$ cat src/classifier_config.svh
`ifndef CLASSIFIER_CONFIG_SVH
`define CLASSIFIER_CONFIG_SVH

// widths and sizes of the classifier.
`define DATA_WIDTH 16
`define NUM_FEATURES 10
`define NUM_CLASSES 4
`define BANK_SIZE 2
`define CLASS_INDEX_WIDTH 2

// each neuron entry lists weight 9 down to weight 0 and then the bias.
// This order matches the packed neuron weight struct, which keeps the bias in the low bits.
`define CLASS0_WEIGHTS { \
	16'sd6, \
	-16'sd1, \
	16'sd7, \
	16'sd0, \
	16'sd2, \
	-16'sd4, \
	16'sd1, \
	16'sd5, \
	-16'sd2, \
	16'sd3, \
	-16'sd10 }

`define CLASS1_WEIGHTS { \
	16'sd1, \
	16'sd5, \
	16'sd0, \
	-16'sd2, \
	16'sd2, \
	16'sd6, \
	-16'sd3, \
	16'sd1, \
	16'sd4, \
	-16'sd5, \
	16'sd3 }

`define CLASS2_WEIGHTS { \
	-16'sd2, \
	16'sd0, \
	16'sd5, \
	16'sd3, \
	-16'sd1, \
	16'sd1, \
	16'sd4, \
	-16'sd6, \
	16'sd2, \
	16'sd2, \
	-16'sd4 }

`define CLASS3_WEIGHTS { \
	16'sd2, \
	16'sd3, \
	-16'sd5, \
	16'sd1, \
	16'sd4, \
	-16'sd2, \
	16'sd6, \
	16'sd2, \
	-16'sd3, \
	16'sd1, \
	16'sd0 }

// neuron 0 of a bank sits in the low bits of the bank constant.
`define BANK_A_WEIGHTS {`CLASS1_WEIGHTS, `CLASS0_WEIGHTS}
`define BANK_B_WEIGHTS {`CLASS3_WEIGHTS, `CLASS2_WEIGHTS}

`endif
$ cat src/classifierPkg.sv
`include "classifier_config.svh"

package classifierPkg;

	// features, weights, biases and scores share one signed fixed-point format.
	typedef logic signed [`DATA_WIDTH-1:0] activation_t;

	// global class number.
	typedef logic [`CLASS_INDEX_WIDTH-1:0] classIndex_t;

	// one sample. Feature 0 lives in the low bits.
	typedef struct packed
	{
		activation_t [`NUM_FEATURES-1:0] feature;
	} featureVector_t;

	// the constants of a single neuron.
	typedef struct packed
	{
		activation_t [`NUM_FEATURES-1:0] weight;
		activation_t bias;
	} neuronWeights_t;

	typedef struct packed
	{
		activation_t score;
		logic localIndex;	// position of the winning neuron inside its bank.
	} bankWinner_t;

	typedef struct packed
	{
		classIndex_t classIndex;
		activation_t score;
	} classResult_t;

endpackage

$ cat src/neuralClassifier.sv
`timescale 1ns/1ps
`include "classifier_config.svh"

module neuralClassifier (
	input logic clk,
	input logic reset,
	input logic sampleValid,
	input classifierPkg::featureVector_t features,
	output logic predValid,
	output classifierPkg::classResult_t prediction
);
	import classifierPkg::*;

	bankWinner_t winnerA;
	bankWinner_t winnerB;

	// classes 0 and 1.
	scoreBank #(
		.bankWeights(`BANK_A_WEIGHTS)
	) bankA (
		.clk(clk),
		.reset(reset),
		.features(features),
		.winner(winnerA)
	);

	// classes 2 and 3.
	scoreBank #(
		.bankWeights(`BANK_B_WEIGHTS)
	) bankB (
		.clk(clk),
		.reset(reset),
		.features(features),
		.winner(winnerB)
	);

	// the strobe bypasses the banks and is delayed inside the selector.
	classSelector selector (
		.clk(clk),
		.reset(reset),
		.sampleValid(sampleValid),
		.winnerA(winnerA),
		.winnerB(winnerB),
		.predValid(predValid),
		.prediction(prediction)
	);

endmodule

$ cat src/classSelector.sv
`timescale 1ns/1ps
`include "classifier_config.svh"

module classSelector (
	input logic clk,
	input logic reset,
	input logic sampleValid,
	input classifierPkg::bankWinner_t winnerA,
	input classifierPkg::bankWinner_t winnerB,
	output logic predValid,
	output classifierPkg::classResult_t prediction
);
	import classifierPkg::*;

	// one stage each for the three neuron registers and the bank register.
	localparam int validDepth = 4;

	logic [validDepth-1:0] validShift;
	classResult_t result;

	// bank B holds the upper classes, so its local index is offset by the bank size.
	// It wins only with a strictly greater score.
	always_comb
	begin
		if (winnerB.score > winnerA.score)
		begin
			result.classIndex = classIndex_t'(winnerB.localIndex) + classIndex_t'(`BANK_SIZE);
			result.score = winnerB.score;
		end
		else
		begin
			result.classIndex = classIndex_t'(winnerA.localIndex);
			result.score = winnerA.score;
		end
	end

	always_ff @(posedge clk)
	begin
		if (reset)
		begin
			prediction <= '0;
		end
		else
		begin
			prediction <= result;
		end
	end

	// the strobe follows its sample through the upstream pipeline.
	always_ff @(posedge clk)
	begin
		if (reset)
		begin
			validShift <= '0;
			predValid <= 1'b0;
		end
		else
		begin
			validShift <= {validShift[validDepth-2:0], sampleValid};
			predValid <= validShift[validDepth-1];	// lines up with the registered result.
		end
	end

endmodule

$ cat src/scoreBank.sv
`timescale 1ns/1ps
`include "classifier_config.svh"

module scoreBank #(
	parameter classifierPkg::neuronWeights_t [`BANK_SIZE-1:0] bankWeights = '0
) (
	input logic clk,
	input logic reset,
	input classifierPkg::featureVector_t features,
	output classifierPkg::bankWinner_t winner
);
	import classifierPkg::*;

	// width of the local index field, taken from the winner struct itself.
	localparam int indexBits = $bits(bankWinner_t) - $bits(activation_t);

	activation_t [`BANK_SIZE-1:0] score;
	bankWinner_t best;

	// all neurons of the bank see the same features.
	genvar n;
	generate
		for (n = 0; n < `BANK_SIZE; n++)
		begin : neuron
			reluNeuron #(
				.weights(bankWeights[n])
			) unit (
				.clk(clk),
				.reset(reset),
				.features(features),
				.activation(score[n])
			);
		end
	endgenerate

	// scan in index order.
	// Only a strictly greater score takes over, so a tie keeps the lower index.
	always_comb
	begin
		best.score = score[0];
		best.localIndex = '0;
		for (int i = 1; i < `BANK_SIZE; i++)
		begin
			if (score[i] > best.score)
			begin
				best.score = score[i];
				best.localIndex = indexBits'(i);
			end
		end
	end

	// the bank result is registered one cycle after the neuron outputs.
	always_ff @(posedge clk)
	begin
		if (reset)
		begin
			winner <= '0;
		end
		else
		begin
			winner <= best;
		end
	end

endmodule

$ cat src/reluNeuron.sv
`timescale 1ns/1ps
`include "classifier_config.svh"

module reluNeuron #(
	parameter classifierPkg::neuronWeights_t weights = '0
) (
	input logic clk,
	input logic reset,
	input classifierPkg::featureVector_t features,
	output classifierPkg::activation_t activation
);
	import classifierPkg::*;

	featureVector_t featureReg;	// stage 1 holds the sample.
	activation_t [`NUM_FEATURES-1:0] product;
	activation_t sumNext;
	activation_t sumReg;	// stage 2 holds the wrapped sum.

	// stage 1 captures the features on every cycle.
	always_ff @(posedge clk)
	begin
		if (reset)
		begin
			featureReg <= '0;
		end
		else
		begin
			featureReg <= features;
		end
	end

	// every product keeps only its low 16 bits, and the sum wraps the same way.
	always_comb
	begin
		sumNext = weights.bias;
		for (int i = 0; i < `NUM_FEATURES; i++)
		begin
			product[i] = activation_t'(featureReg.feature[i] * weights.weight[i]);
			sumNext = sumNext + product[i];
		end
	end

	always_ff @(posedge clk)
	begin
		if (reset)
		begin
			sumReg <= '0;
		end
		else
		begin
			sumReg <= sumNext;
		end
	end

	// stage 3 applies the ReLU.
	// A set sign bit means the sum is negative and the output becomes zero.
	always_ff @(posedge clk)
	begin
		if (reset)
		begin
			activation <= '0;
		end
		else if (sumReg[`DATA_WIDTH-1])
		begin
			activation <= '0;
		end
		else
		begin
			activation <= sumReg;
		end
	end

endmodule

$ cat config.mk
export PLATFORM = sky130hd
export DESIGN_NAME = neuralClassifier
export DESIGN_NICKNAME = d
export VERILOG_FILES = /design/src/classifierPkg.sv /design/src/neuralClassifier.sv /design/src/classSelector.sv /design/src/scoreBank.sv /design/src/reluNeuron.sv
export VERILOG_INCLUDE_DIRS = /design/src /design/src/src
export SDC_FILE = /design/constraint.sdc
export NUM_CORES = 2
export LEC_CHECK = 0
export BUFFER_PORTS_ARGS = -buffer_cell sky130_fd_sc_hd__buf_2
export CELL_PAD_IN_SITES_DETAIL_PLACEMENT = 0
export CELL_PAD_IN_SITES_GLOBAL_PLACEMENT = 1
export CORE_UTILIZATION = 47
export CTS_BUF_LIST = sky130_fd_sc_hd__clkbuf_4 sky130_fd_sc_hd__clkbuf_8
export DETAILED_ROUTE_END_ITERATION = 8
export GPL_TIMING_DRIVEN = 0
export HOLD_SLACK_MARGIN = 0.06
export PLACE_DENSITY = 0.87
export SYNTH_ARGS = -nofsm -noshare
export SYNTH_HDL_FRONTEND = slang
export SYNTH_SLANG_ARGS = --single-unit
$ cat constraint.sdc
create_clock -name clk -period 7.4 [get_ports clk]
set_input_delay 0.37 -clock clk [delete_from_list [all_inputs] [get_ports clk]]
set_output_delay 0.37 -clock clk [all_outputs]
set_load 0.05 [all_outputs]
==> run metrics <==
status=complete, but fails checks; violated checks=DRC, setup timing; CP top delay family=adder cells; critical path data required time=7.94 ns; root buffer cell=clkbuf_8; vias in the first global route=26,100; largest fanout on the critical path=3; CP Data Arrival Time=8.23 ns; critical path endpoint category=register; Layout Skew=0.0349 ns; DRC=6; Worst path most repeated cell=fa_1; Max stage delay cell, worst path=xnor3_2; Num CTS Buffers=53; Final period util=104%; commonest non-fill, non-tap cell in the layout=inv_1; CTS Sinks=338; Synth async-reset ratio=0%; unrepaired setup endpoints after global routing=yes; NumNets Final=5,075; first-pass GRT wire length=153,000 µm; Tot GR Track Use=28.0%; most frequent cells in the layout=997 x inv_1, 596 x fa_1, 417 x ha_1, 316 x dfxtp_1, 204 x nor2b_1; drt initial violations=1,366; mean area per synthesized cell=10.1 µm²; Die Wd=275 µm; fmax=130 MHz; Final WS setup=-0.295 ns; final setup fails=1; PortBufs=179; synthesis-to-layout area growth=16.8%; synth unique cells=62; Reg clk slew, reported paths=0.07 ns; initial antenna violation count=2; grt ovf=0; Slew HR=14.6%; Detail Route Antenna Nets=0; routability congestion estimate=1.00; Hold WC Path Type=in2reg; Syn. warnings=0; ys flop type=dfxtp_1; largest net degree at the start of global routing=16; die area=75,500 µm²; Mapped Area=35,000 µm²; pre-CTS WS=-1.25 ns; Routed WL=102,000 µm; post-synthesis sequential area ratio=19.3%; Detailed Place HPWL=86,500 µm; WP buf/inv=5; IO Pins=182; Worst Max-Slew Pin Slew=1.28 ns; Via-to-Cell Ratio=4.89; Final Hold Viols=0; syn nets=4,647; core area=73,300 µm²; Worst Hold Depth=3; CP Launch Type=register; max-slew violations=0; max_cap viols=0; Cells after DPL=4,589; share of cells above drive strength 1=11.2%; Final TNS setup=-0.295 ns; area leader, netlist=fa_1; crit path time final=7.69 ns; H-tree levels=2; Starting Density=47.7%; CTS Buffer Depth=3; vias=23,900; Final Non-Filler Cells=4,882; Crit path depth=29; #FFs+latches synth=338; Skew-Pair Late Insertion Delay=0.67 ns; WL per Instance=21.0 µm; Pre-antenna DRT Iters=7; share of the synthesized area in the top cell type=34.4%; Hold Slack=0.375 ns; Vert. Die Dim=275 µm; critical path start-end classification=reg2reg; Post-synth EDFFs=0; CTS tree=built; slowest stage delay, CP=0.53 ns; top post-synthesis cells by area=fa_1 34%, dfxtp_1 19%, ha_1 15%; cell count of the worst reg-to-reg path=29; num rows=99; Mapped Cells=3,451
## sequential cells by signal, indices dropped and copies added, names as in the netlist
signal                        cells
bankA.neuron.unit.activation     30
bankA.winner                     16
selector.predValid                1
selector.prediction              17
selector.validShift               4
bankB.neuron.unit.sumReg         32
bankB.winner                     16
bankA.neuron.unit.sumReg         32
bankB.neuron.unit.featureReg    160
bankB.neuron.unit.activation     30
## metal layers
metal	vias to the layer above	part of all wire (%)	wire, µm	GRT usage [%]
met4	2	4.5	4650	11.9
met5	-	0.013	13	0
met1	11800	40	40800	34.0
met3	191	8.0	8210	6.86
li1	11100	-	-	-
met2	802	48	48700	47.3
## worst min-delay path, stage by stage
cell and delay [ns]:
clkbuf_1 0.23, nor2_1 0.20, and2_1 0.18
## synth_stat cells, drive strengths merged (15+ instances only)
cell / number
and2: 64
xnor2: 180
nor2b: 205
nor3: 22
nand3: 17
a21oi: 59
ha: 432
mux2i: 50
inv: 1008
a21o: 31
nor2: 144
dfxtp: 338
xor2: 34
nand2: 43
o21ai: 43
fa: 601
o21a: 15
clkbuf: 34
## logic make-up (layout without fill, tap and decap cells)
| logic type | Yosys count | in the layout | share of synthesized area (%) |
|---|---|---|---|
| compound gates | 206 | 206 | 3.78 |
| mux | 53 | 53 | 1.54 |
| flops | 338 | 338 | 19.3 |
| simple gates | 549 | 549 | 8.42 |
| fa+ha+maj | 1034 | 1034 | 49.9 |
| other cells | 1 | 2 | 0.0107 |
| buf+inv | 1050 | 1521 | 11.3 |
| xor+xnor | 220 | 220 | 5.76 |
## final timing paths
path,start,endpoint,slack [ns]
worst max-delay path,bankB.neuron[0].unit.featureReg[33],bankB.neuron[0].unit.sumReg[15],-0.29
worst min register to register,bankB.neuron[1].unit.sumReg[1],bankB.neuron[1].unit.activation[1],0.41
worst max register to register,bankB.neuron[0].unit.featureReg[33],bankB.neuron[0].unit.sumReg[15],-0.29
worst min-delay path,reset,bankA.neuron[0].unit.activation[3],0.37
## final cells by class
type	count	area, µm²
inverter	1008	3790
fill	6380	32400
clock inverter	19	219
multi-input combinational	2063	24900
timing repair buffer	373	2760
clock buffer	79	1010
tap	959	1200
sequential	338	6820
antenna	1	2.50
buffer	42	166
## metrics by stage
stage | utilization, % | area [µm²]
2_1_floorplan | - | 35000
3_3_place_gp | 50.6 | 37100
3_5_place_dp | 50.6 | 37100
4_1_cts | 55.2 | 40500
5_1_grt | 55.8 | 40900
6_report | 55.8 | 40900
## what timing repair did
item,4_1_cts,5_1_grt
endpoints found under the hold margin,161,0
cloned,0,0
pin swaps,42,61
buffers inserted,21,14
hold buffers,161,0
gates resized for setup,82,75
endpoints found under the setup margin,14,18
Power is left out: the tool's default activity adds up to more than one toggle a clock period on the data nets, which glitch-free logic cannot reach.
